**src/logic/emesh_pkg.sv**
```systemverilog
`default_nettype none

package emesh_pkg;

   // mesh address and data word
   typedef logic [31:0] addr_t;
   typedef logic [31:0] data_t;

   // chip id, compared with dstaddr[31:20]
   typedef logic [11:0] chip_id_t;

   // readback word from a register group, zero when not selected
   typedef logic [63:0] mi_rdata_t;

   // 104-bit mesh packet, msb first
   typedef struct packed {
      logic       write;
      logic [1:0] datamode;
      logic [3:0] ctrlmode;
      logic       reserved;
      addr_t      dstaddr;
      data_t      data;
      addr_t      srcaddr;
   } emesh_packet_t;

   // register write side, shared by all groups
   typedef struct packed {
      logic        we;
      logic [14:0] addr;
      // srcaddr in the upper half, data in the lower
      logic [63:0] din;
   } mi_bus_t;

   // upper two bits of the cfg group field, rx side is the lsb
   localparam logic [1:0] group_cfg_lsb2 = 2'b01;

   // dma group in dstaddr[10:8]
   localparam logic [2:0] group_dma = 3'h5;

   // region field in dstaddr[19:16]
   localparam logic [3:0] region_cfg = 4'hF;
   localparam logic [3:0] region_mmu = 4'hE;

endpackage

`default_nettype wire
```
**src/logic/mmu_table.sv**
```systemverilog
`timescale 1ns/1ps
`default_nettype none

module mmu_table
   import emesh_pkg::*;
(
   input  wire logic    clk,
   input  wire logic    reset,
   input  wire logic    en,
   input  wire mi_bus_t mi_bus,
   output mi_rdata_t    rdata
);

   localparam int depth = 32;

   // 64-bit entries, one per 8-byte address step
   logic [63:0] table_q [depth];
   logic [4:0]  index;

   assign index = mi_bus.addr[7:3];

   always_ff @(posedge clk or posedge reset)
   begin
      if (reset)
      begin
         for (int i = 0; i < depth; i++)
         begin
            table_q[i] <= '0;
         end
      end
      else if (en && mi_bus.we)
      begin
         // srcaddr and data together fill one entry
         table_q[index] <= mi_bus.din;
      end
   end

   // full entry back, zero when not selected
   always_comb
   begin
      if (en)
      begin
         rdata = table_q[index];
      end
      else
      begin
         rdata = '0;
      end
   end

endmodule

`default_nettype wire

```
**config.mk**
```make
export PLATFORM = sky130hd
export DESIGN_NAME = mmu_table
export DESIGN_NICKNAME = d
export VERILOG_FILES = /design/src/logic/emesh_pkg.sv /design/src/logic/mmu_table.sv
export SDC_FILE = /design/constraint.sdc
export NUM_CORES = 2
export LEC_CHECK = 0
export ABC_AREA = 1
export ABC_CLOCK_PERIOD_IN_PS = 63200
export BUFFER_PORTS_ARGS = -buffer_cell sky130_fd_sc_hd__buf_2
export CAP_MARGIN = 10
export CORE_MARGIN = 2
export CORE_UTILIZATION = 50
export DETAILED_ROUTE_END_ITERATION = 10
export PLACE_DENSITY = 0.68
export SYNTH_ARGS = -nofsm -noshare
export SYNTH_HDL_FRONTEND = slang
export SYNTH_SLANG_ARGS = --single-unit
```
**constraint.sdc**
```tcl
create_clock -name clk -period 63.2 [get_ports clk]
set_clock_uncertainty 0.2 [all_clocks]
set_input_delay 3.16 -clock clk [delete_from_list [all_inputs] [get_ports clk]]
set_output_delay 3.16 -clock clk [all_outputs]
set_load 0.005 [all_outputs]
```
==> reports/metrics.cfg <==
[cts]
worstSkewPairLatency_ns=0.88
h-tree-depth=4
clock_sinks=2048
cts_setup_buffers=0
cts.clk_slew.worst_paths_ns=0.05
cts_root_buffer=clkbuf_16
cts_tree=built
cts_made_buffers=210
cts_resized=0
cts_max_path_buffers=3
hold_buffers=0

[cells_and_area]
fin_area_mm2=0.103
layout-area-overhead-vs-synth_pct=8.74
regMostFlops=table_q
fin_util=0.548
largest_reg_flops=2048
nNetsFinal=12256
layout-drive-gt1-share=0.0524
fill_cells=17559
fin_cells=14853
reg.largest.list=table_q (2048)

[run_status]
status=complete, no violations

[detailed_routing]
dr.pass1.iters=6
drc=0
wire_per_inst_um=20.3
wl_um=302000
postRouteAntennaNets=0
via_per_inst=5.59
vias=83046
first_iter_violations=9948

[power]
netSwitchingPower_w=0.000891
ir_worst_vdd_mv=0.0270
leakage_nw=53.8
p_int_w=0.00237
pwr-share-clk=0.397
switching_share=0.273
pwr_density_cell_mw_per_mm2=31.7
seqPwrFrac=0.482
p_comb_frac=0.121

[worst_setup_path]
crit_buf_inv=6
cp_common_cell=nand2_1
crit_chain=buf_8 -> inv_16 -> buf_4 -> buf_12 -> buf_4 -> nand2_1 -> nand2_1 -> nand2_1 -> nand2_1 -> nand2_1 -> nand2_1 -> nor2_1 -> a21oi_1 -> buf_2
crit_family=buffers and inverters
crit_arrival_ns=8.51
slowest_stage=buf_4
cp_slowest_stage_delay_ns=0.97
startpoint_type=input port
path_max_fanout=170
worstPathRequired_ns=59.84
path_class=in2out
end_kind=output pin

[placement]
port_buffers=136
gp_congestion=0.824
placed_cells=14456
hpwl_um=157000
place_area_mm2=0.0956

[synthesis]
yosysWarnings=0
ys_seq_area_frac=0.542
yosysUniqueCellTypes=16
syn_area_mm2=0.0946
avgSynthCellArea_um2=7.42
synth-seq-cells=2048
syn_nets=12832
synthCells=12749

[sta]
rsz0062_at_grt=false
hold-worst-slack_ns=0.282
post-route-period-util=0.188
max_slew.worst_pin.slew_ns=1.29
finalSetupTns_ns=0
period_minus_slack_ns=11.87
fmax_ghz=0.0843
slew_viol_final=0
slew_headroom=0.138
hold_viol_final=0
setup_viol=0

[global_route]
antenna_found_initial=4
grt_pass1_vias=77893
grt_max_degree=178
overflow=0
grt_pass1_wl_um=466000
grt.total_usage=0.312

[floorplan]
dieArea_mm2=0.193
placementRows=159
ios=147
die_w_um=439
die_height_um=439
initial_core_util=0.504
core_mm2=0.188

[job]
maxCapViolations=0

[hold_path]
hold_path_class=reg2reg

## power groups by stage
stage,clock network (W),registers [W],logic [W]
2_1_floorplan,0,0.00158,0.000299
3_3_place_gp,0,0.00158,0.000379
3_5_place_dp,0,0.00159,0.000391
4_1_cts,0.00131,0.00157,0.000394
5_1_grt,0.00136,0.00159,0.000459
6_report,0.00129,0.00157,0.000393
## cell type report
cell class / count / area (um^2) / area share
multi-input combinational: 9581 / 39200 / 0.381
clock buffer: 328 / 6320 / 0.0615
timing repair buffer: 261 / 1730 / 0.0168
inverter: 71 / 300 / 0.00292
sequential: 2048 / 51200 / 0.498
clock inverter: 66 / 901 / 0.00876
tap: 2495 / 3120 / 0.0304
antenna: 3 / 7.51 / 0.0000730
## worst paths after layout
kind | start | endpoint | slack (ns) | cells after the start
worst min register to register | table_q[1266] | table_q[1266] | 0.28 | 2
worst min-delay path | table_q[1266] | table_q[1266] | 0.28 | 2
max in group asynchronous | reset | table_q[268] | 56.82 | 6
worst max register to register | table_q[1926] | table_q[1926] | 62.23 | 2
min in group asynchronous | reset | table_q[1773] | 2.12 | 2
worst max-delay path | mi_bus[67] | rdata[49] | 51.34 | 14
## tightest hold or removal path: cells and delay by family (launching register included)
family,cells,cell delay [ns]
simple gates,1,0.05
compound gates,1,0.06
flops,1,0.34
## routing by layer
metal	GRT usage	vias up	wire length, um
li1	-	38701	-
met1	0.412	40255	125000
met2	0.510	3470	139000
met3	0.0461	618	23700
met4	0.144	2	15300
met5	0	-	13
## cells by family (layout without fill, tap and decap cells)
| group | count (synthesis) | after routing | synth area share |
|---|---|---|---|
| other | 0 | 3 | 0 |
| buffers and inverters | 1120 | 726 | 0.0465 |
| and+or+nand+nor | 7469 | 7469 | 0.300 |
| AOI/OAI and AO/OA | 2112 | 2112 | 0.112 |
| DFF | 2048 | 2048 | 0.542 |
## through the flow
stage               worst slack [ns]  total power [W]
floorplan                       1.99          0.00188
global placement               51.67          0.00196
detailed placement             51.66          0.00198
CTS                            51.65          0.00327
global route                   51.34          0.00341
finish                         51.34          0.00326
## cell usage in the layout (no fill, tap or decap), drive strengths merged
cell type  Yosys  layout
diode          0       3
inv           71      79
buf          192     261
o21ai       2048    2048
a21oi         64      64
bufinv         0      16
clkinv         0      38
nand3        192     192
nor2         128     128
dfrtp       2048    2048
nor3          12      12
clkinvlp       0       4
nand2       7137    7137
clkbuf       857     328
## synthesized netlist by cell type, drive strengths merged
master,instances,area share
buf,192,0.0096
dfrtp,2048,0.54
clkbuf,857,0.034
nor3,12,0.0012
o21ai,2048,0.11
nand2,7137,0.28
nor2,128,0.0051
a21oi,64,0.0034
nand3,192,0.010
inv,71,0.0028
No activity file was read; power rests on OpenSTA's default activity.
