## src/logic/emesh_pkg.sv

```systemverilog
`default_nettype none

package emesh_pkg;

   // mesh address and data word
   typedef logic [31:0] addr_t;
   typedef logic [31:0] data_t;

   // chip id, compared with dstaddr[31:20]
   typedef logic [11:0] chip_id_t;

   // readback word from a register group, zero when not selected
   typedef logic [63:0] mi_rdata_t;

   // 104-bit mesh packet, msb first
   typedef struct packed {
      logic       write;
      logic [1:0] datamode;
      logic [3:0] ctrlmode;
      logic       reserved;
      addr_t      dstaddr;
      data_t      data;
      addr_t      srcaddr;
   } emesh_packet_t;

   // register write side, shared by all groups
   typedef struct packed {
      logic        we;
      logic [14:0] addr;
      // srcaddr in the upper half, data in the lower
      logic [63:0] din;
   } mi_bus_t;

   // upper two bits of the cfg group field, rx side is the lsb
   localparam logic [1:0] group_cfg_lsb2 = 2'b01;

   // dma group in dstaddr[10:8]
   localparam logic [2:0] group_dma = 3'h5;

   // region field in dstaddr[19:16]
   localparam logic [3:0] region_cfg = 4'hF;
   localparam logic [3:0] region_mmu = 4'hE;

endpackage

`default_nettype wire
```

## src/logic/cfg_regs.sv

```systemverilog
`timescale 1ns/1ps
`default_nettype none

module cfg_regs
   import emesh_pkg::*;
(
   input  wire logic    clk,
   input  wire logic    reset,
   // group select from the decoder
   input  wire logic    en,
   input  wire mi_bus_t mi_bus,
   // zero unless selected
   output mi_rdata_t    rdata
);

   localparam int depth = 16;

   data_t      regs [depth];
   logic [3:0] index;

   // word index from addr[5:2]
   assign index = mi_bus.addr[5:2];

   always_ff @(posedge clk or posedge reset)
   begin
      if (reset)
      begin
         for (int i = 0; i < depth; i++)
         begin
            regs[i] <= '0;
         end
      end
      else if (en && mi_bus.we)
      begin
         // only the data half of din is kept
         regs[index] <= mi_bus.din[31:0];
      end
   end

   // 32-bit registers, upper half of the answer is zero
   always_comb
   begin
      if (en)
      begin
         rdata = {32'h0, regs[index]};
      end
      else
      begin
         rdata = '0;
      end
   end

endmodule

`default_nettype wire

```

## config.mk

```make
export PLATFORM = sky130hd
export DESIGN_NAME = cfg_regs
export DESIGN_NICKNAME = d
export VERILOG_FILES = /design/src/logic/emesh_pkg.sv /design/src/logic/cfg_regs.sv
export SDC_FILE = /design/constraint.sdc
export NUM_CORES = 1
export LEC_CHECK = 0
export BUFFER_PORTS_ARGS = -buffer_cell sky130_fd_sc_hd__buf_2
export CAP_MARGIN = 15
export CORE_ASPECT_RATIO = 1.75
export CORE_MARGIN = 2
export CORE_UTILIZATION = 55
export CTS_CLUSTER_DIAMETER = 80
export DETAILED_ROUTE_END_ITERATION = 7
export GPL_TIMING_DRIVEN = 1
export PLACE_DENSITY = 0.76
export SETUP_SLACK_MARGIN = 0.15
export SLEW_MARGIN = 20
export SYNTH_ARGS = -nofsm -noshare
export SYNTH_HDL_FRONTEND = slang
export SYNTH_SLANG_ARGS = --single-unit
```

## constraint.sdc

```tcl
create_clock -name clk -period 16.1 [get_ports clk]
set_clock_uncertainty 0.2 [all_clocks]
set_input_delay 1.61 -clock clk [delete_from_list [all_inputs] [get_ports clk]]
set_output_delay 1.61 -clock clk [all_outputs]
set_load 0.02 [all_outputs]
```

==> results.txt <==
----------------------------------------------------
[Timing]
  Setup repair after global routing missed its margin ... no
  Highest clock rate ... 0.1494 GHz
  Final setup vio count ... 0
  Tcrit/Tclk final ... 41.58%
  Headroom to the max-slew limit ... 27.14%
  Clock period minus final worst setup slack ... 6.695 ns
  Setup Total Neg Slack ... 0 ns
  Hold violation total from the final report ... 0
  Max-slew violation count ... 0
  Pin slew with the least headroom to its limit ... 1.084 ns

[Power]
  Peak ir drop on the vdd network ... 0.00007213 V
  Lkg Pwr ... 11.67 nW
  Areal power density over the cells ... 126.9 nW/um^2
  Total power draw ... 3.236 mW

[Clock network]
  Total number of clock tree sinks ... 512
  Number of H-tree branching levels ... 2
  Root cell of the clock tree ... sky130_fd_sc_hd__clkbuf_16
  Worst-path clk slew ... 0.06 ns
  # hold bufs at CTS ... 0
  Clock latency reported for the late side of the worst-skew pair ... 0.54 ns
  Total clock buffers created by CTS ... 45
  CTS tree ... built
  Buffer depth of the longest clock path ... 3
  # resized after CTS ... 0
  Total setup buffers inserted after CTS ... 0

[Synth]
  Number of warning messages in the yosys log ... 0
  Ranking of synthesized cells by area ... sky130_fd_sc_hd__dfrtp_1 (55%), sky130_fd_sc_hd__mux2_2 (21%), sky130_fd_sc_hd__mux2_1 (6.3%)
  Cell area after synthesis ... 23410 sq um
  Unique masters post-synth ... 25
  Register bit count reported by yosys ... 512
  Synth top area share ... 54.73%
  Mean instance size in the synthesized netlist ... 15.11 sq um
  Leading area contributor after synthesis ... sky130_fd_sc_hd__dfrtp_1
  Syn Inst Count ... 1549
  Sequential-to-total area share from yosys stat ... 54.73%

[Global route]
  Total global routing track utilization ... 26.17%
  Antenna violations before repair ... 11
  Wire length of the first global-routing pass ... 87860 microns
  Maximum number of pins on one net before global-route repair ... 218
  Via count of the first global-routing pass ... 14310
  Total congestion overflow after global routing ... 0

[Min path]
  Kind of path behind the tightest hold check ... flop to flop

[Outcome]
  Result of the run ... complete, no violations

[Finish]
  Most common cell after layout, fill and taps aside ... sky130_fd_sc_hd__dfrtp_1
  Number of flip-flops in the largest register ... 512
  Largest register by flop count ... regs
  Final layout net count ... 1638
  Leading registers by flop count ... regs x512
  Area growth syn-to-layout ... 8.905%
  Share of final-layout standard cells stronger than drive strength 1 ... 43.79%
  Top library cells by usage in the layout, fill and taps aside ... sky130_fd_sc_hd__dfrtp_1 (512), sky130_fd_sc_hd__mux2_2 (444), sky130_fd_sc_hd__mux2_1 (132)

[Placed design]
  Routability Congestion ... 0.7416
  Final HPWL from detailed placement ... 32960 microns
  Port Buf Inserts ... 71

[Floorplanning]
  Floorplan die area ... 44290 sq um
  Horizontal extent of the die ... 160.0 microns
  Row cnt ... 100
  Ports ... 147
  Die boundary height ... 276.9 microns
  Area of the core ... 42290 sq um
  Starting utilization of the core area ... 55.35%

[Route]
  Overall via count from detail_route ... 13440
  Routed WL per cell ... 26.47 microns
  Average via count per standard cell ... 6.254
  Iter 0 DRT Violations ... 691
  Final routed wirelength across all metal layers ... 56890 microns
  Residual DRC ... 0
  Detail Route Antenna Nets ... 0
  First-pass DRT Iterations ... 7

[Critical path]
  Critical path capture point type ... primary output
  Arrival time at the worst endpoint ... 4.88 ns
  Crit Path Max Fanout ... 82
  Crit path required time ... 14.29 ns
  Worst setup path class ... input pin to primary output
  Launching element type of the critical path ... input pin

[Flow run]
  Max-cap viol count ... 0

----------------------------------------------------
[cell usage after synthesis]
| library cell | count |
|---|---|
| sky130_fd_sc_hd__nand3b_1 | 2 |
| sky130_fd_sc_hd__nand4_1 | 1 |
| sky130_fd_sc_hd__nand4b_1 | 2 |
| sky130_fd_sc_hd__a22oi_1 | 32 |
| sky130_fd_sc_hd__mux2_1 | 132 |
| sky130_fd_sc_hd__mux4_2 | 64 |
| sky130_fd_sc_hd__nand2b_1 | 7 |
| sky130_fd_sc_hd__inv_1 | 1 |
| sky130_fd_sc_hd__buf_4 | 40 |
| sky130_fd_sc_hd__and4bb_2 | 1 |
| sky130_fd_sc_hd__nand2_1 | 3 |
| sky130_fd_sc_hd__buf_1 | 1 |
| sky130_fd_sc_hd__buf_2 | 71 |
| sky130_fd_sc_hd__a22o_1 | 32 |
| sky130_fd_sc_hd__dfrtp_1 | 512 |
| sky130_fd_sc_hd__conb_1 | 1 |
| sky130_fd_sc_hd__mux2_2 | 444 |
| sky130_fd_sc_hd__o22ai_1 | 32 |
| sky130_fd_sc_hd__and3_1 | 2 |
| sky130_fd_sc_hd__clkbuf_1 | 60 |
| sky130_fd_sc_hd__nor2b_1 | 1 |
| sky130_fd_sc_hd__mux2i_1 | 64 |
| sky130_fd_sc_hd__o31ai_1 | 32 |
| sky130_fd_sc_hd__nor2_1 | 11 |
| sky130_fd_sc_hd__and3b_1 | 1 |
[report_power, final]
group	internal (mW)	switching (mW)	total, mW
clock	0.580	0.471	1.05
combinational	0.303	0.222	0.525
sequential	1.54	0.123	1.66
total	2.42	0.816	3.24
[worst max-delay path: stages]
cell and delay, ns:
sky130_fd_sc_hd__clkbuf_8 0.62, sky130_fd_sc_hd__buf_4 0.85, sky130_fd_sc_hd__mux2i_1 0.17, sky130_fd_sc_hd__a22o_1 0.26, sky130_fd_sc_hd__o31ai_1 0.89, sky130_fd_sc_hd__buf_2 0.32
[logic make-up (layout without fill, tap and decap cells)]
family                 count (synthesis)  count (layout)  synth area share (%)
and+or+nand+nor                       31              31                0.7483
buffers and inverters                173             180                 3.795
AOI/OAI and AO/OA                    128             128                 4.105
muxes                                704             704                 36.60
DFF                                  512             512                 54.73
other                                  1              33               0.01602
[through the flow]
step	hold WS [ns]	utilization, %	cells	area [sq um]	setup WS [ns]
2_1_floorplan	0.2526	-	1580	23530	7.338
3_3_place_gp	0.2623	56.82	2067	24030	9.413
6_report	0.2829	60.28	2149	25490	9.405
5_1_grt	0.2944	60.28	2149	25490	9.409
4_1_cts	0.2886	60.16	2146	25440	9.426
3_5_place_dp	0.2743	56.83	2067	24030	9.420
[routing by layer]
metal / up-vias / track usage [%] / routed length, microns
li1: 5677 / - / -
met4: 4 / 9.356 / 2121
met5: - / 0 / 24
met3: 115 / 3.040 / 2095
met2: 334 / 46.61 / 30030
met1: 7310 / 33.04 / 22620
[worst paths after layout]
kind	depth (start not counted)	startpoint	slack, ns	to
min reg2reg	1	regs[99]	0.28	regs[99]
max reg2reg	1	regs[450]	15.07	regs[450]
max	6	mi_bus[67]	9.41	rdata[21]
min	1	regs[99]	0.28	regs[99]
min in group asynchronous	2	reset	1.05	regs[326]
max in group asynchronous	5	reset	12.12	regs[467]
[cell type report]
type                       count  area [sq um]
inverter                       1         7.507
fill                        3224         16800
sequential                   512         12810
multi-input combinational    895          9930
clock inverter                10         91.34
tap                          561         701.9
timing repair buffer         100         631.9
antenna                        1         2.502
clock buffer                  69          1316
Power figures use the tool's default switching activity.
