File: config.mk
export PLATFORM = sky130hd
export DESIGN_NAME = dma_regs
export DESIGN_NICKNAME = d
export VERILOG_FILES = /design/src/logic/emesh_pkg.sv /design/src/logic/dma_regs.sv
export SDC_FILE = /design/constraint.sdc
export NUM_CORES = 1
export LEC_CHECK = 0
export ABC_CLOCK_PERIOD_IN_PS = 23100
export BUFFER_PORTS_ARGS = -buffer_cell sky130_fd_sc_hd__buf_2
export CAP_MARGIN = 20
export CORE_AREA = 2 2 164 166
export DETAILED_ROUTE_END_ITERATION = 7
export DIE_AREA = 0 0 166 168
export GPL_TIMING_DRIVEN = 0
export PLACE_DENSITY = 0.62
export SLEW_MARGIN = 25
export SYNTH_ARGS = -nofsm -noshare
export SYNTH_HDL_FRONTEND = slang
export SYNTH_SLANG_ARGS = --single-unit
File: constraint.sdc
create_clock -name clk -period 23.1 [get_ports clk]
set_input_delay 1.155 -clock clk [delete_from_list [all_inputs] [get_ports clk]]
set_output_delay 1.155 -clock clk [all_outputs]
set_load 0.005 [all_outputs]
File: src/logic/emesh_pkg.sv
`default_nettype none

package emesh_pkg;

   // mesh address and data word
   typedef logic [31:0] addr_t;
   typedef logic [31:0] data_t;

   // chip id, compared with dstaddr[31:20]
   typedef logic [11:0] chip_id_t;

   // readback word from a register group, zero when not selected
   typedef logic [63:0] mi_rdata_t;

   // 104-bit mesh packet, msb first
   typedef struct packed {
      logic       write;
      logic [1:0] datamode;
      logic [3:0] ctrlmode;
      logic       reserved;
      addr_t      dstaddr;
      data_t      data;
      addr_t      srcaddr;
   } emesh_packet_t;

   // register write side, shared by all groups
   typedef struct packed {
      logic        we;
      logic [14:0] addr;
      // srcaddr in the upper half, data in the lower
      logic [63:0] din;
   } mi_bus_t;

   // upper two bits of the cfg group field, rx side is the lsb
   localparam logic [1:0] group_cfg_lsb2 = 2'b01;

   // dma group in dstaddr[10:8]
   localparam logic [2:0] group_dma = 3'h5;

   // region field in dstaddr[19:16]
   localparam logic [3:0] region_cfg = 4'hF;
   localparam logic [3:0] region_mmu = 4'hE;

endpackage

`default_nettype wire
File: src/logic/dma_regs.sv
`timescale 1ns/1ps
`default_nettype none

module dma_regs
   import emesh_pkg::*;
(
   input  wire logic    clk,
   input  wire logic    reset,
   input  wire logic    en,
   input  wire mi_bus_t mi_bus,
   output mi_rdata_t    rdata
);

   localparam int depth = 8;

   data_t      regs [depth];
   logic [2:0] index;

   // bit 5 picks the rx side, so the index stops at bit 4
   assign index = mi_bus.addr[4:2];

   // storage only, no dma engine behind it
   always_ff @(posedge clk or posedge reset)
   begin
      if (reset)
      begin
         for (int i = 0; i < depth; i++)
         begin
            regs[i] <= '0;
         end
      end
      else if (en && mi_bus.we)
      begin
         regs[index] <= mi_bus.din[31:0];
      end
   end

   // gated read, upper half zero
   always_comb
   begin
      if (en)
      begin
         rdata = {32'h0, regs[index]};
      end
      else
      begin
         rdata = '0;
      end
   end

endmodule

`default_nettype wire

==> impl_summary.txt, run 1 <==
----------------------------------------------------
[Floorplanning]
  CORE AREA ... 26350 sq um
  Initial cell density of the core ... 45.69%
  Placement Rows ... 60
  Chip width ... 166 microns
  Ports ... 147
  Die boundary height ... 168 microns
  DIE AREA ... 27890 sq um

[Power]
  Total design power ... 1.291 mW
  Leakage power of the design ... 6.443 nW
  Power density over the cells ... 92.38 nW/um^2
  Peak supply drop ... 0.06013 mV

[GRT]
  Antenna violations before repair ... 0
  Wire length of the first global-routing pass ... 44740 microns
  Remaining global-route overflow ... 0
  Number of global-route vias before repair ... 7373
  Pin count of the biggest net entering global routing ... 98
  All-layer global routing usage ... 20.78%

[STA]
  Final cycle utilization of the critical path ... 17.38%
  Worst Tran Pin Value ... 0.8822 ns
  Count of final setup violators ... 0
  Final period demand of the worst path ... 4.016 ns
  Peak clock frequency supported by timing ... 249.0 MHz
  Unrepaired setup endpoints after global routing ... false
  Final hold violations ... 0
  Final-report max-slew violation count ... 0
  Setup slack after layout ... 19.08 ns
  Setup skew after layout ... 0 ns
  Relative max-transition margin ... 41.19%
  Final total negative setup slack ... 0 ns

[CTS]
  Maximum clock path buffer count ... 3
  Cts repair resizes ... 0
  Sink count of the clock tree ... 256
  Later-pin clock latency in the skew report ... 0.53 ns
  Root Driver ... clkbuf_16
  Hold_buf cts ... 0
  TritonCTS buffer count ... 29
  Deepest level of the CTS H-tree ... 1
  Count of buffers added by post-CTS timing repair for setup ... 0
  Clock slew seen by the registers of the worst setup and hold paths ... 0.06 ns
  Clock tree from TritonCTS ... built

[Route]
  DRC errors left ... 0
  WL/cell ... 21.52 microns
  Post-DRT Antenna Nets ... 0
  Detailed Routing Iterations Pass 1 ... 4
  Post-detailed-route via-to-cell ratio ... 5.394
  Via count ... 7206
  Number of violations reported at the end of detailed-routing iteration 0 ... 334
  WL final ... 28760 microns

[Layout]
  Reg with most FFs ... regs
  Max FFs per register ... 256
  Fill cell count ... 2274
  Area growth syn-to-layout ... 16.05%
  Fraction of final layout cells sized beyond drive strength 1 ... 44.42%
  Commonest non-fill, non-tap cells in the layout ... dfrtp_1, mux2_2, mux2i_1
  Registers with the most flip-flops ... regs (256)
  Number of non-filler instances in the completed layout ... 1336
  Most common library cell in the layout ignoring fill and taps ... dfrtp_1
  Number of inserted diodes ... 0
  Final-stage net count ... 1057
  Final core area utilization ... 53.02%

[Placed design]
  Final estimated routing congestion in global placement ... 0.7169
  Total of buffers placed on input and output ports ... 68
  Total placed cells including tap cells ... 1284
  Detail Placement HPWL ... 17890 microns
  Post-placement worst setup slack ... 19.17 ns

[Yosys]
  Syn Std Cell Area ... 12040 sq um
  Warnings from Yosys ... 0
  Fraction of the yosys area taken by sequential cells ... 53.21%
  Mean Syn Cell Area ... 14.30 sq um
  Post-Syn Instances ... 842
  Number of distinct library cells after synthesis ... 19
  Post-synthesis register bit count ... 256

[Run]
  Total of max-cap violations ... 0

[Status]
  Result of the run ... completed

[Setup path]
  Critical path startpoint category ... primary input
  Worst Setup Path Type ... in -> out
  CP Max Fanout ... 10
  Worst endpoint data arrival time ... 2.86 ns
  CP Capture Type ... output pin
  Worst Path Required ... 21.95 ns

[Worst hold path]
  Path category of the worst min-delay check ... reg -> reg

----------------------------------------------------
[power by group]
part,total (mW),switching (mW),internal (mW)
registers,0.604,0.0506,0.553
logic,0.220,0.0909,0.129
clock network,0.467,0.177,0.290
total,1.29,0.318,0.972
[synth_stat cells, drive strengths merged]
cell type,instances,area (sq um)
o22ai,64,400.4
nand2b,2,12.51
o21a,32,240.2
mux2,256,2883
dfrtp,256,6406
conb,1,3.750
or2,1,6.260
nand3b,1,20.02
nor2,8,90.09
buf,78,626.8
clkbuf,12,45.04
inv,1,3.750
nand2,1,3.750
nand3,1,17.52
mux2i,128,1281
[worst max-delay path, cell delays in order]
cell	delay (ns)
buf_2	0.14
or2_1	0.11
buf_2	0.23
buf_1	0.67
o22ai_1	0.20
o21a_1	0.23
buf_2	0.13
[per-stage QoR]
step | hold slack [ns] | instance area [sq um]
after floorplan | 0.4574 | 12160
after detailed placement | 0.4739 | 12990
after global placement | 0.4661 | 12920
final | 0.4864 | 13970
after CTS | 0.4865 | 13970
after global routing | 0.4964 | 13970
[kinds of logic (layout without fill, tap and decap cells)]
family | after synthesis | count (layout) | share of synthesized area (%)
muxes | 384 | 384 | 34.58
DFF | 256 | 256 | 53.21
AOI/OAI and AO/OA | 96 | 96 | 5.321
buffers and inverters | 91 | 213 | 5.611
and+or+nand+nor | 14 | 14 | 1.247
other | 1 | 32 | 0.03115
[per-layer routing]
layer | GRT usage, % | wire (microns)
met5 | 0 | 0
met4 | 4.575 | 354
met3 | 2.915 | 1357
met2 | 34.42 | 13860
met1 | 29.31 | 13180
[path summary, 6_finish.rpt]
kind | from | endpoint | slack [ns] | depth (start not counted)
min | regs[189]$_DFFE_PP0P_ | regs[189]$_DFFE_PP0P_ | 0.49 | 1
max reg2reg | regs[138]$_DFFE_PP0P_ | regs[138]$_DFFE_PP0P_ | 22.31 | 1
max in group asynchronous | reset | regs[123]$_DFFE_PP0P_ | 21.50 | 3
min in group asynchronous | reset | regs[79]$_DFFE_PP0P_ | 0.69 | 2
max | mi_bus[68] | rdata[24] | 19.08 | 7
min reg2reg | regs[189]$_DFFE_PP0P_ | regs[189]$_DFFE_PP0P_ | 0.49 | 1
[cell type report]
cell class / count / area, sq um / share of cell area, %
tap: 341 / 426.7 / 3.054
multi-input combinational: 526 / 5075 / 36.32
sequential: 256 / 6406 / 45.85
timing repair buffer: 70 / 395.4 / 2.830
inverter: 1 / 11.26 / 0.08059
clock inverter: 3 / 65.06 / 0.4657
buffer: 90 / 671.9 / 4.809
clock buffer: 49 / 920.9 / 6.591
Power figures use the tool's default switching activity.
==> run 2: changes to the inputs <==
ABC_CLOCK_PERIOD_IN_PS = 3400   (was 23100)
PLACE_DENSITY = 0.64   (was 0.62)
clock period = 3.4 ns   (was 23.1 ns; I/O delays follow)
==> run 2 against run 1 <==
Global-route usage fell by 0.26 points. Sequential power rose to 6.8 times the previous value. Setup slack got worse by 18 ns. Register-to-register slack got worse by 20 ns. Total power rose to 7.0 times the previous value. Largest power group unchanged. Final cell count rose by 3.1%.
==> impl_summary.txt, run 2 (synthesized netlist as in run 1, its figures left out) <==
----------------------------------------------------
[Status]
  Result of the run ... completed

[Setup path]
  Terminus of the critical flop-to-flop path ... regs[172]$_DFFE_PP0P_
  Worst path most repeated cell ... buf_2
  Delay contributed by the slowest stage of the critical path ... 0.66 ns
  Critical path startpoint category ... primary input
  CP Capture Type ... output pin
  Worst endpoint data arrival time ... 1.84 ns
  Cell count of the worst reg-to-reg path ... 1
  Source of the worst register-to-register timing path ... regs[172]$_DFFE_PP0P_
  Worst Setup Path Type ... in -> out
  Cells along the critical path ... buf_2 -> nand2b_1 -> buf_4 -> clkbuf_1 -> o22ai_1 -> o21a_1 -> buf_2
  Reg2reg setup slack ... 2.61 ns
  Slowest cell on crit path ... clkbuf_1
  Worst Path Required ... 3.23 ns
  CP Max Fanout ... 10

[Route]
  Number of violations reported at the end of detailed-routing iteration 0 ... 319
  Detailed Routing Iterations Pass 1 ... 4
  DRC errors left ... 0
  Post-detailed-route via-to-cell ratio ... 5.337
  WL final ... 28800 microns
  Post-DRT Antenna Nets ... 0
  Via count ... 7349
  WL/cell ... 20.92 microns

[STA]
  Unrepaired setup endpoints after global routing ... false
  Worst hold slack ... 0.06284 ns
  Final-report max-slew violation count ... 0
  Count of final setup violators ... 0
  Final cycle utilization of the critical path ... 59.21%
  Relative max-transition margin ... 39.97%
  Final total negative setup slack ... 0 ns
  Final period demand of the worst path ... 2.013 ns
  Peak clock frequency supported by timing ... 496.7 MHz
  Worst Tran Pin Value ... 0.9004 ns
  Setup skew after layout ... 0 ns
  Final hold violations ... 0
  Setup slack after layout ... 1.387 ns

[CTS]
  Clock tree from TritonCTS ... built
  Later-pin clock latency in the skew report ... 0.55 ns
  Root Driver ... clkbuf_16
  Clock slew seen by the registers of the worst setup and hold paths ... 0.06 ns
  Deepest level of the CTS H-tree ... 1
  TritonCTS buffer count ... 28
  Count of buffers added by post-CTS timing repair for setup ... 0
  Maximum clock path buffer count ... 3
  Sink count of the clock tree ... 256

[Layout]
  Commonest non-fill, non-tap cells in the layout ... dfrtp_1, mux2_2, mux2i_1
  Fraction of final layout cells sized beyond drive strength 1 ... 43.73%
  Max FFs per register ... 256
  Final instance area ... 14510 sq um
  Number of non-filler instances in the completed layout ... 1377
  Reg with most FFs ... regs
  Final-stage net count ... 1097
  Final core area utilization ... 55.08%
  Most common library cell in the layout ignoring fill and taps ... dfrtp_1
  Area growth syn-to-layout ... 20.54%
  Number of inserted diodes ... 0
  Registers with the most flip-flops ... regs (256)

[GRT]
  Number of global-route vias before repair ... 7584
  Pin count of the biggest net entering global routing ... 32
  Antenna violations before repair ... 0
  All-layer global routing usage ... 20.52%
  Remaining global-route overflow ... 0
  Wire length of the first global-routing pass ... 44460 microns

[Placed design]
  Total placed cells including tap cells ... 1292
  Detail Placement HPWL ... 18490 microns
  Post-placement worst setup slack ... 1.463 ns
  Area after detailed placement ... 13140 sq um
  Final estimated routing congestion in global placement ... 0.7494
  Total of buffers placed on input and output ports ... 68

[Power]
  Peak supply drop ... 0.4957 mV
  Leakage power of the design ... 6.675 nW
  Power density over the cells ... 619.3 nW/um^2
  Total design power ... 8.989 mW

[Run]
  Total of max-cap violations ... 0

[Floorplanning]
  Ports ... 147
  Initial cell density of the core ... 45.69%
  CORE AREA ... 26350 sq um
  DIE AREA ... 27890 sq um
  Placement Rows ... 60
  Chip width ... 166 microns
  Die boundary height ... 168 microns

[Worst hold path]
  Path category of the worst min-delay check ... in -> async

----------------------------------------------------
[run 2: repair_timing]
item,4_1_cts,5_1_grt
resized for setup,0,0
hold endpoints to repair,378,0
hold buffers,33,0
[run 2: critical path, delay by kind of cell]
family | cells | cell delay (ns)
AO/OA/AOI/OAI | 2 | 0.50
buffers and inverters | 4 | 1.07
AND/OR/NAND/NOR | 1 | 0.10
[run 2: routing by layer]
metal	vias to the layer above	track usage, %	routed length [microns]
met3	48	2.985	1188
li1	3355	-	-
met2	162	33.39	13450
met1	3784	28.93	13480
met4	0	5.671	676
met5	-	0	0
[run 2: power by group]
part	switching, mW	internal, mW
clock network	1.21	2.13
logic	0.629	0.921
registers	0.345	3.76
total	2.18	6.81
[run 2: cell type report]
cell class,count,area [sq um]
Buffer,90,671.9
Clock buffer,43,868.3
Clock inverter,9,172.7
Fill cell,2216,11840
Inverter,1,7.507
Multi-Input combinational cell,526,5075
Sequential cell,256,6406
Tap cell,341,426.7
Timing Repair Buffer,111,885.9
[run 2: how the worst max path moves through the flow]
stage | slack, ns | startpoint | to | depth (start not counted)
final | 1.39 | mi_bus[67] | rdata[24] | 7
after global routing | 1.32 | mi_bus[67] | rdata[24] | 7
after CTS | 1.40 | mi_bus[67] | rdata[24] | 7
after detailed placement | 1.46 | mi_bus[68] | rdata[13] | 6
after global placement | -1.79 | reset | regs[125]$_DFFE_PP0P_ | 2
after floorplan | -0.14 | reset | regs[0]$_DFFE_PP0P_ | 1
