===== src/logic/emesh_pkg.sv =====
`default_nettype none

package emesh_pkg;

   // mesh address and data word
   typedef logic [31:0] addr_t;
   typedef logic [31:0] data_t;

   // chip id, compared with dstaddr[31:20]
   typedef logic [11:0] chip_id_t;

   // readback word from a register group, zero when not selected
   typedef logic [63:0] mi_rdata_t;

   // 104-bit mesh packet, msb first
   typedef struct packed {
      logic       write;
      logic [1:0] datamode;
      logic [3:0] ctrlmode;
      logic       reserved;
      addr_t      dstaddr;
      data_t      data;
      addr_t      srcaddr;
   } emesh_packet_t;

   // register write side, shared by all groups
   typedef struct packed {
      logic        we;
      logic [14:0] addr;
      // srcaddr in the upper half, data in the lower
      logic [63:0] din;
   } mi_bus_t;

   // upper two bits of the cfg group field, rx side is the lsb
   localparam logic [1:0] group_cfg_lsb2 = 2'b01;

   // dma group in dstaddr[10:8]
   localparam logic [2:0] group_dma = 3'h5;

   // region field in dstaddr[19:16]
   localparam logic [3:0] region_cfg = 4'hF;
   localparam logic [3:0] region_mmu = 4'hE;

endpackage

`default_nettype wire

===== src/logic/cfg_access.sv =====
`timescale 1ns/1ps
`default_nettype none

module cfg_access
   import emesh_pkg::*;
#(
   parameter chip_id_t chip_id = 12'h810,
   parameter bit       rx      = 1'b0
)
(
   input  wire logic          clk,
   input  wire logic          reset,
   // incoming packet, one-cycle strobe
   input  wire logic          access_in,
   input  wire emesh_packet_t packet_in,
   // downstream stall
   input  wire logic          wait_in,
   // group answers
   input  wire mi_rdata_t     cfg_rdata,
   input  wire mi_rdata_t     dma_rdata,
   input  wire mi_rdata_t     mmu_rdata,
   // group selects and write bus
   output logic               cfg_en,
   output logic               dma_en,
   output logic               mmu_en,
   output mi_bus_t            mi_bus,
   // outgoing packet
   output logic               access_out,
   output emesh_packet_t      packet_out
);

   logic          match;
   logic          any_en;
   logic          rd;
   logic          fwd;
   mi_rdata_t     rdata;
   emesh_packet_t readback;
   emesh_packet_t forward;

   // id match on the top twelve address bits
   assign match = access_in && (packet_in.dstaddr[31:20] == chip_id);

   // config group, rx side in bit 8
   assign cfg_en = match
                   && (packet_in.dstaddr[19:16] == region_cfg)
                   && (packet_in.dstaddr[10:8] == {group_cfg_lsb2, rx});

   // dma group, rx side in bit 5
   assign dma_en = match
                   && (packet_in.dstaddr[19:16] == region_cfg)
                   && (packet_in.dstaddr[10:8] == group_dma)
                   && (packet_in.dstaddr[5] == rx);

   // mmu region, rx side in bit 15
   assign mmu_en = match
                   && (packet_in.dstaddr[19:16] == region_mmu)
                   && (packet_in.dstaddr[15] == rx);

   assign any_en = cfg_en || dma_en || mmu_en;

   // read returns a packet, write is silent
   assign rd = any_en && !packet_in.write;

   // id hit outside the groups goes on to the other direction
   assign fwd = match && !any_en;

   // write bus
   always_comb
   begin
      mi_bus.we   = packet_in.write && any_en;
      mi_bus.addr = packet_in.dstaddr[14:0];
      mi_bus.din  = {packet_in.srcaddr, packet_in.data};
   end

   // unselected groups answer zero, so a plain or is enough
   assign rdata = cfg_rdata | dma_rdata | mmu_rdata;

   // readback goes back to the requester
   always_comb
   begin
      readback          = packet_in;
      readback.write    = 1'b1;
      readback.reserved = 1'b0;
      readback.dstaddr  = packet_in.srcaddr;
      readback.srcaddr  = rdata[63:32];
      readback.data     = rdata[31:0];
   end

   // forward keeps everything but the reserved bit
   always_comb
   begin
      forward          = packet_in;
      forward.reserved = 1'b0;
   end

   // output valid, frozen under wait_in
   always_ff @(posedge clk or posedge reset)
   begin
      if (reset)
      begin
         access_out <= 1'b0;
      end
      else if (!wait_in)
      begin
         access_out <= rd || fwd;
      end
   end

   // output payload
   // only loaded on an accepted read or forward
   always_ff @(posedge clk)
   begin
      if (!wait_in && (rd || fwd))
      begin
         packet_out <= rd ? readback : forward;
      end
   end

endmodule

`default_nettype wire


===== config.mk =====
export PLATFORM = sky130hd
export DESIGN_NAME = cfg_access
export DESIGN_NICKNAME = d
export VERILOG_FILES = /design/src/logic/emesh_pkg.sv /design/src/logic/cfg_access.sv
export SDC_FILE = /design/constraint.sdc
export NUM_CORES = 1
export LEC_CHECK = 0
export ABC_CLOCK_PERIOD_IN_PS = 4900
export BUFFER_PORTS_ARGS = -buffer_cell sky130_fd_sc_hd__buf_2
export CELL_PAD_IN_SITES_DETAIL_PLACEMENT = 0
export CELL_PAD_IN_SITES_GLOBAL_PLACEMENT = 1
export CORE_AREA = 2 2 192 194
export DETAILED_ROUTE_END_ITERATION = 7
export DIE_AREA = 0 0 194 196
export PLACE_DENSITY = 0.57
export SLEW_MARGIN = 10
export SYNTH_ARGS = -nofsm -noshare
export SYNTH_HDL_FRONTEND = slang
export SYNTH_SLANG_ARGS = --single-unit

===== constraint.sdc =====
create_clock -name clk -period 4.9 [get_ports clk]
set_input_delay 1.225 -clock clk [delete_from_list [all_inputs] [get_ports clk]]
set_output_delay 1.225 -clock clk [all_outputs]
set_load 0.01 [all_outputs]

==> results of run 1 <==
[area by class of cell]
class / count / area, µm²
fillers: 3934 / 27900
flip-flops and latches: 104 / 3120
repair buffers: 488 / 2470
multi-input cells: 182 / 1640
well taps: 468 / 586
clock buffers: 9 / 225
clock inverters: 7 / 134
inverters: 2 / 7.51
diodes: 2 / 5.00
[final timing paths]
path	start	to	slack (ns)	cells past startpoint
max	packet_in[87]	dma_en	0.96	5
max reg2reg	access_out	access_out	4.24	1
min in group asynchronous	reset	access_out	0.68	2
min	access_out	access_out	0.52	1
min reg2reg	access_out	access_out	0.52	1
max in group asynchronous	reset	access_out	4.13	2
[cell usage after synthesis, drive strengths merged]
| master | instances |
|---|---|
| a21o | 12 |
| a311oi | 2 |
| a31oi | 1 |
| and3 | 2 |
| and3b | 1 |
| buf | 90 |
| conb | 1 |
| dfrtp | 1 |
| edfxtp | 103 |
| inv | 2 |
| mux2 | 86 |
| nand3 | 1 |
| nand4 | 1 |
| nand4bb | 1 |
| nor2 | 2 |
| nor2b | 1 |
| nor3b | 1 |
| nor4 | 4 |
| nor4b | 1 |
| or3 | 64 |
| or3b | 1 |
[power by group]
part / switching [W] / internal (W) / leakage [nW] / total [W]
Clock: 0.000343 / 0.000548 / 0.177 / 0.000891
Combinational: 0.000103 / 0.000143 / 2.50 / 0.000246
Sequential: 0.0000000188 / 0.000976 / 0.939 / 0.000976
Total: 0.000446 / 0.00167 / 3.61 / 0.00211
[layer usage]
layer / GRT usage, % / wire length, µm
met1: 9.28 / 6630
met2: 17.2 / 9760
met3: 4.11 / 1890
met4: 3.17 / 291
met5: 0 / 21
[cell usage in the layout, fill, tap and decap left out, types with 2 or more instances in the layout]
master / instances
clkbuf_16: 9
and3_1: 2
diode_2: 2
inv_1: 2
mux2_1: 30
bufinv_16: 4
nor2_1: 2
a21o_1: 12
nor4_1: 3
buf_12: 2
edfxtp_1: 103
clkinv_2: 2
mux2_2: 56
buf_2: 485
or3_1: 64
[flip-flops by register name, summed over array words and instances, names as in the netlist]
signal,count
packet_out,103
access_out,1
[kinds of logic (layout without fill, tap and decap cells)]
| kind of cell | Yosys count | in the layout | share of synthesized area [%] |
|---|---|---|---|
| buf+inv | 92 | 506 | 12.6 |
| simple gates | 80 | 80 | 9.51 |
| other cells | 1 | 3 | 0.0695 |
| flops | 104 | 104 | 57.8 |
| compound gates | 15 | 15 | 2.11 |
| mux | 86 | 86 | 17.9 |
[per-stage QoR]
stage          total power, W  instances  setup TNS [ns]  cell area [µm²]
4_1_cts               0.00216       1260               0             8190
2_1_floorplan         0.00111        378          -16.46             5440
3_3_place_gp          0.00125       1244               0             7830
5_1_grt               0.00221       1261               0             8190
6_report              0.00211       1262               0             8190
3_5_place_dp          0.00125       1244               0             7830
==> run_results.csv, run 1 <==
group,metric,value,unit
floorplan,initial_core_util,15.0,%
worst_setup_path,crit_type,"primary input to primary output",
worst_setup_path,critPathLaunchType,"primary input",
route,avgRoutedWirePerCell,14.7,µm
grt,grt_use_total,9.31,%
timing,fmax,0.254,GHz
timing,finClkSkew,0,ns
grt,gr-total-overflow,0,
route,remaining_drc_errors,0,
timing,max_slew_margin,58.7,%
worst_setup_path,crit_path_end_kind,"primary output",
grt,grt_antenna_before_repair,4,
cts,cts_buffers,9,
route,vias_per_cell,3.61,
yosys,avgSynthCellArea,14.3,µm²
placement,gp_congestion,0.770,
timing,grt_setup_unrepaired,"false",
worst_setup_path,crit_path_frequent_cell,"buf_2",
timing,hold_violations,0,
worst_setup_path,critPathMaxFanout,6,
grt,grt_max_degree,97,
cts,cts-root-buf,"clkbuf_16",
timing,worstMarginPinSlew,0.620,ns
power,ir_drop,0.000159,V
cts,h-tree-depth,3,
floorplan,rows,70,
timing,slew_violations,0,
grt,first_global_vias,4354,
yosys,yosys_warnings,0,
route,ant_nets,0,
cts,clk_latency,0.37,ns
power,powerDensity,258,nW/µm²
run_status,outcome,"completed",
grt,grt_first_pass_wirelength,25.9,mm
route,drt_iter0_drc,78,
timing,setup_violations,0,
floorplan,die_h,196,µm
yosys,ys_seq_area_share,57.8,%
placement,dpl.hpwl,15.2,mm
worst_setup_path,max_stage_delay,0.44,ns
route,wl,18.6,mm
yosys,yosysTopAreaCell,"edfxtp_1",
timing,holdWs,0.518,ns
floorplan,dieArea,38000,µm²
yosys,synth_nets,678,
timing,finalCriticalPeriod,3.94,ns
final_layout,syn2layout_area_growth,51.8,%
yosys,synth_top_cell_area_share,57.3,%
worst_setup_path,path_cells,"buf_2 > nor4b_2 > nand4_1 > nor4_1 > buf_2",
cts,clkSlewWorstSetupHoldPaths,0.08,ns
placement,port_buffers,485,
hold_path,hp-class,"register to register",
final_layout,nNetsFinal,1087,
worst_setup_path,required,3.67,ns
route,firstDrtPassIters,4,
cts,cts.path.max_buffers,2,
floorplan,core,36100,µm²
cts,ctsResizeCount,0,
cts,cts_tree,"done",
yosys,ys_top_cells_by_area,"edfxtp_1 57%, mux2_2 12%, buf_4 11%",
worst_setup_path,crit_slowest_cell,"nand4_1",
worst_setup_path,critPathBufInv,2,
cts,cts_sinks,104,
worst_setup_path,arrival,2.72,ns
worst_setup_path,crit_family,"simple AND/OR/NAND/NOR gates",
final_layout,drive_above_1_share,71.1,%
final_layout,utilization,22.7,%
yosys,ys_types,24,
timing,setup_ws,0.957,ns
timing,finalCritPeriodShare,80.5,%
yosys,synth_seq_cells,104,
floorplan,ioPinCount,488,
cts,ctsHoldBuffers,0,
cts,post_cts_buffers,0,
route,num_vias,4552,
yosys,synth_area,5400,µm²
yosys,synth_cells,378,
job,drv_cap,0,
power,leakage,3.61,nW
placement,pre_cts_ws,0.920,ns
floorplan,fp.dieW,194,µm
Power figures use the tool's default switching activity.
==> run 2: changes to the inputs <==
--- a/config.mk
+++ b/config.mk
@@ -5,14 +5,15 @@
 export SDC_FILE = /design/constraint.sdc
 export NUM_CORES = 1
 export LEC_CHECK = 0
-export ABC_CLOCK_PERIOD_IN_PS = 4900
+export ABC_AREA = 1
+export ABC_CLOCK_PERIOD_IN_PS = 4000
 export BUFFER_PORTS_ARGS = -buffer_cell sky130_fd_sc_hd__buf_2
 export CELL_PAD_IN_SITES_DETAIL_PLACEMENT = 0
 export CELL_PAD_IN_SITES_GLOBAL_PLACEMENT = 1
 export CORE_AREA = 2 2 192 194
 export DETAILED_ROUTE_END_ITERATION = 7
 export DIE_AREA = 0 0 194 196
-export PLACE_DENSITY = 0.57
+export PLACE_DENSITY = 0.61
 export SLEW_MARGIN = 10
 export SYNTH_ARGS = -nofsm -noshare
 export SYNTH_HDL_FRONTEND = slang
==> constraint.sdc (replaced) <==
create_clock -name clk -period 4 [get_ports clk]
set_input_delay 1 -clock clk [delete_from_list [all_inputs] [get_ports clk]]
set_output_delay 1 -clock clk [all_outputs]
set_load 0.01 [all_outputs]
==> run 2 against run 1 <==
  * Combinational power is 35% higher
  * Sequential share of layout area down 0.90 points
  * Register-to-register slack worse by 0.82 ns
  * Sequential cell count stayed put
  * Clock skew did not move
  * Clock power up 2.2%
  * Highest routed layer unchanged
  * Hold slack worse by 0.052 ns
==> run_results.csv, run 2 <==
group,metric,value,unit
power,ir_drop,0.000178,V
placement,gp_congestion,0.772,
yosys,synthMuxAreaShare,0,%
cts,cts_sinks,104,
grt,gr-total-overflow,0,
power,leakage,4.11,nW
yosys,synth_top_cell_area_share,54.0,%
worst_setup_path,crit_path_end_kind,"primary output",
worst_setup_path,crit_family,"simple AND/OR/NAND/NOR gates",
yosys,synth_xor_area_share,0,%
timing,setup_violations,0,
final_layout,nNetsFinal,1316,
route,avgRoutedWirePerCell,15.3,µm
yosys,synthSimpleGateAreaFrac,30.6,%
route,wl,22.8,mm
floorplan,fp.dieW,194,µm
worst_setup_path,r2r_end,"access_out",
yosys,yosys-top-cells-count,"201 x nand2_1, 103 x edfxtp_1, 102 x nand3_1, 84 x buf_4, 64 x or3_1",
placement,port_buffers,485,
placement,pre_cts_ws,0.567,ns
grt,first_global_vias,5403,
timing,max_slew_margin,59.3,%
cts,ctsResizeCount,0,
timing,finalCritPeriodShare,85.7,%
yosys,ys_seq_area_share,54.4,%
cts,clk_latency,0.35,ns
yosys,yosysMostFrequentCell,"nand2_1",
worst_setup_path,critPathLaunchType,"primary input",
cts,clkSlewWorstSetupHoldPaths,0.08,ns
placement,dpl.hpwl,17.6,mm
worst_setup_path,max_stage_delay,0.47,ns
worst_setup_path,required,3.00,ns
grt,grt_use_total,11.4,%
worst_setup_path,r2r_cells,2,
route,remaining_drc_errors,0,
floorplan,core,36100,µm²
worst_setup_path,crit_slowest_cell,"nor3_1",
worst_setup_path,rrSetupSlack,3.42,ns
yosys,synth_seq_cells,104,
timing,setup_tns,0,ns
grt,grt_first_pass_wirelength,32.6,mm
final_layout,diodes,0,
yosys,synth_edf_count,103,
worst_setup_path,r2r-start,"access_out",
grt,grt_max_degree,104,
final_layout,final_area,8390,µm²
power,powerDensity,290,nW/µm²
yosys,synth_cells,624,
cts,post_cts_buffers,0,
hold_path,hp-class,"primary input to async pin",
final_layout,top_register,"packet_out",
floorplan,initial_core_util,15.9,%
final_layout,stdcell_count,1489,
worst_setup_path,path_cells,"buf_2 > inv_1 > nand2_1 > nor3_1 > nand3_1 > nand3_4 > nand2_1 > inv_1 > buf_2",
timing,hold_violations,0,
final_layout,reg.largest.list,"packet_out (103), access_out (1)",
yosys,synth_ff_type,"edfxtp_1",
floorplan,rows,70,
yosys,synth_compound_area_share,0.131,%
placement,dpl_cell_area,8090,µm²
yosys,avgSynthCellArea,9.19,µm²
placement,dp.cells,1473,
worst_setup_path,arrival,2.43,ns
final_layout,syn2layout_area_growth,46.4,%
worst_setup_path,crit_type,"primary input to primary output",
cts,h-tree-depth,3,
cts,cts-root-buf,"clkbuf_16",
timing,finClkSkew,0,ns
cts,cts_buffers,9,
yosys,synth_fa_ha_area_share,0,%
yosys,synth_top_family_by_area,"simple AND/OR/NAND/NOR gates",
cts,ctsHoldBuffers,0,
floorplan,ioPinCount,488,
route,drt_iter0_drc,228,
final_layout,largest_reg_flops,103,
worst_setup_path,crit_end,"mi_bus[79]",
floorplan,die_h,196,µm
route,vias_per_cell,3.92,
job,drv_cap,0,
worst_setup_path,critPathMaxFanout,3,
route,ant_nets,0,
floorplan,dieArea,38000,µm²
final_layout,mostFrequentLayoutCell,"buf_2",
yosys,synth_area,5730,µm²
timing,fmax,0.292,GHz
yosys,async_reset_ff_share,0.962,%
timing,setup_ws,0.571,ns
yosys,ys_types,18,
yosys,synth_nets,924,
worst_setup_path,critPathBufInv,4,
route,num_vias,5844,
timing,slew_violations,0,
yosys,yosys_warnings,0,
grt,grt_antenna_before_repair,1,
timing,finalCriticalPeriod,3.43,ns
worst_setup_path,cp.depth,9,
timing,worstMarginPinSlew,0.606,ns
final_layout,layout_common_cells,"485 x buf_2, 200 x nand2_1, 103 x edfxtp_1, 102 x nand3_1, 64 x or3_1",
route,firstDrtPassIters,4,
yosys,ys_top_cells_by_area,"edfxtp_1 54%, nand2_1 13%, buf_4 11%",
worst_setup_path,critPathLaunch,"packet_in[73]",
cts,cts_tree,"done",
final_layout,drive_above_1_share,50.4,%
timing,grt_setup_unrepaired,"false",
run_status,outcome,"completed",
yosys,yosysTopAreaCell,"edfxtp_1",
cts,cts.path.max_buffers,2,
==> run 2: cell types whose count changed after synthesis, sizes merged, moves of 2 or more <==
cell	before	now
mux2	86	0
a311oi	2	0
nor2	2	14
nor4	4	0
nor3	0	4
clkbuf	0	13
inv	2	23
and3	2	0
buf	90	96
nand3	1	103
nand2	0	201
a21o	12	0
==> run 2: worst min-delay path by stage <==
stage | endpoint | cells after the start | slack [ns]
6_report | access_out | 2 | 0.47
5_1_grt | access_out | 2 | 0.44
4_1_cts | access_out | 2 | 0.44
3_5_place_dp | access_out | 2 | 0.47
3_3_place_gp | access_out | 2 | 0.46
2_1_floorplan | access_out | 2 | 0.51
==> run 2: metal layers <==
| layer | up-vias | track usage (%) | wire, µm | share of wire, % |
|---|---|---|---|---|
| met5 | - | 0 | 11 | 0.048 |
| met4 | 2 | 5.02 | 799 | 3.5 |
| met3 | 30 | 3.27 | 2080 | 9.1 |
| met2 | 337 | 19.4 | 11100 | 49 |
| met1 | 2662 | 13.4 | 8790 | 39 |
| li1 | 2813 | - | - | - |
==> run 2: cell type report <==
type	instances	area (µm²)
Fill cell	4029	27700
Sequential cell	104	3120
Timing Repair Buffer	490	2510
Multi-Input combinational cell	388	1790
Tap cell	468	586
Clock buffer	9	225
Inverter	23	88.8
Clock inverter	7	72.6
==> run 2: logic make-up after synthesis <==
family	count (synthesis)
simple gates	386
compound gates	1
flops	104
buf+inv	132
other cells	1
==> run 2: report_power, final <==
group / internal, W / switching (W) / total [W]
sequential: 0.00120 / 0.0000000257 / 0.00120
combinational: 0.000165 / 0.000167 / 0.000332
clock: 0.000443 / 0.000468 / 0.000911
==> run 2: stage by stage <==
step	total power [W]	utilization [%]	hold WS [ns]
2_1_floorplan	0.00138	-	0.506
4_1_cts	0.00250	23.3	0.436
3_3_place_gp	0.00155	22.4	0.463
3_5_place_dp	0.00156	22.4	0.467
5_1_grt	0.00258	23.3	0.439
6_report	0.00244	23.3	0.466
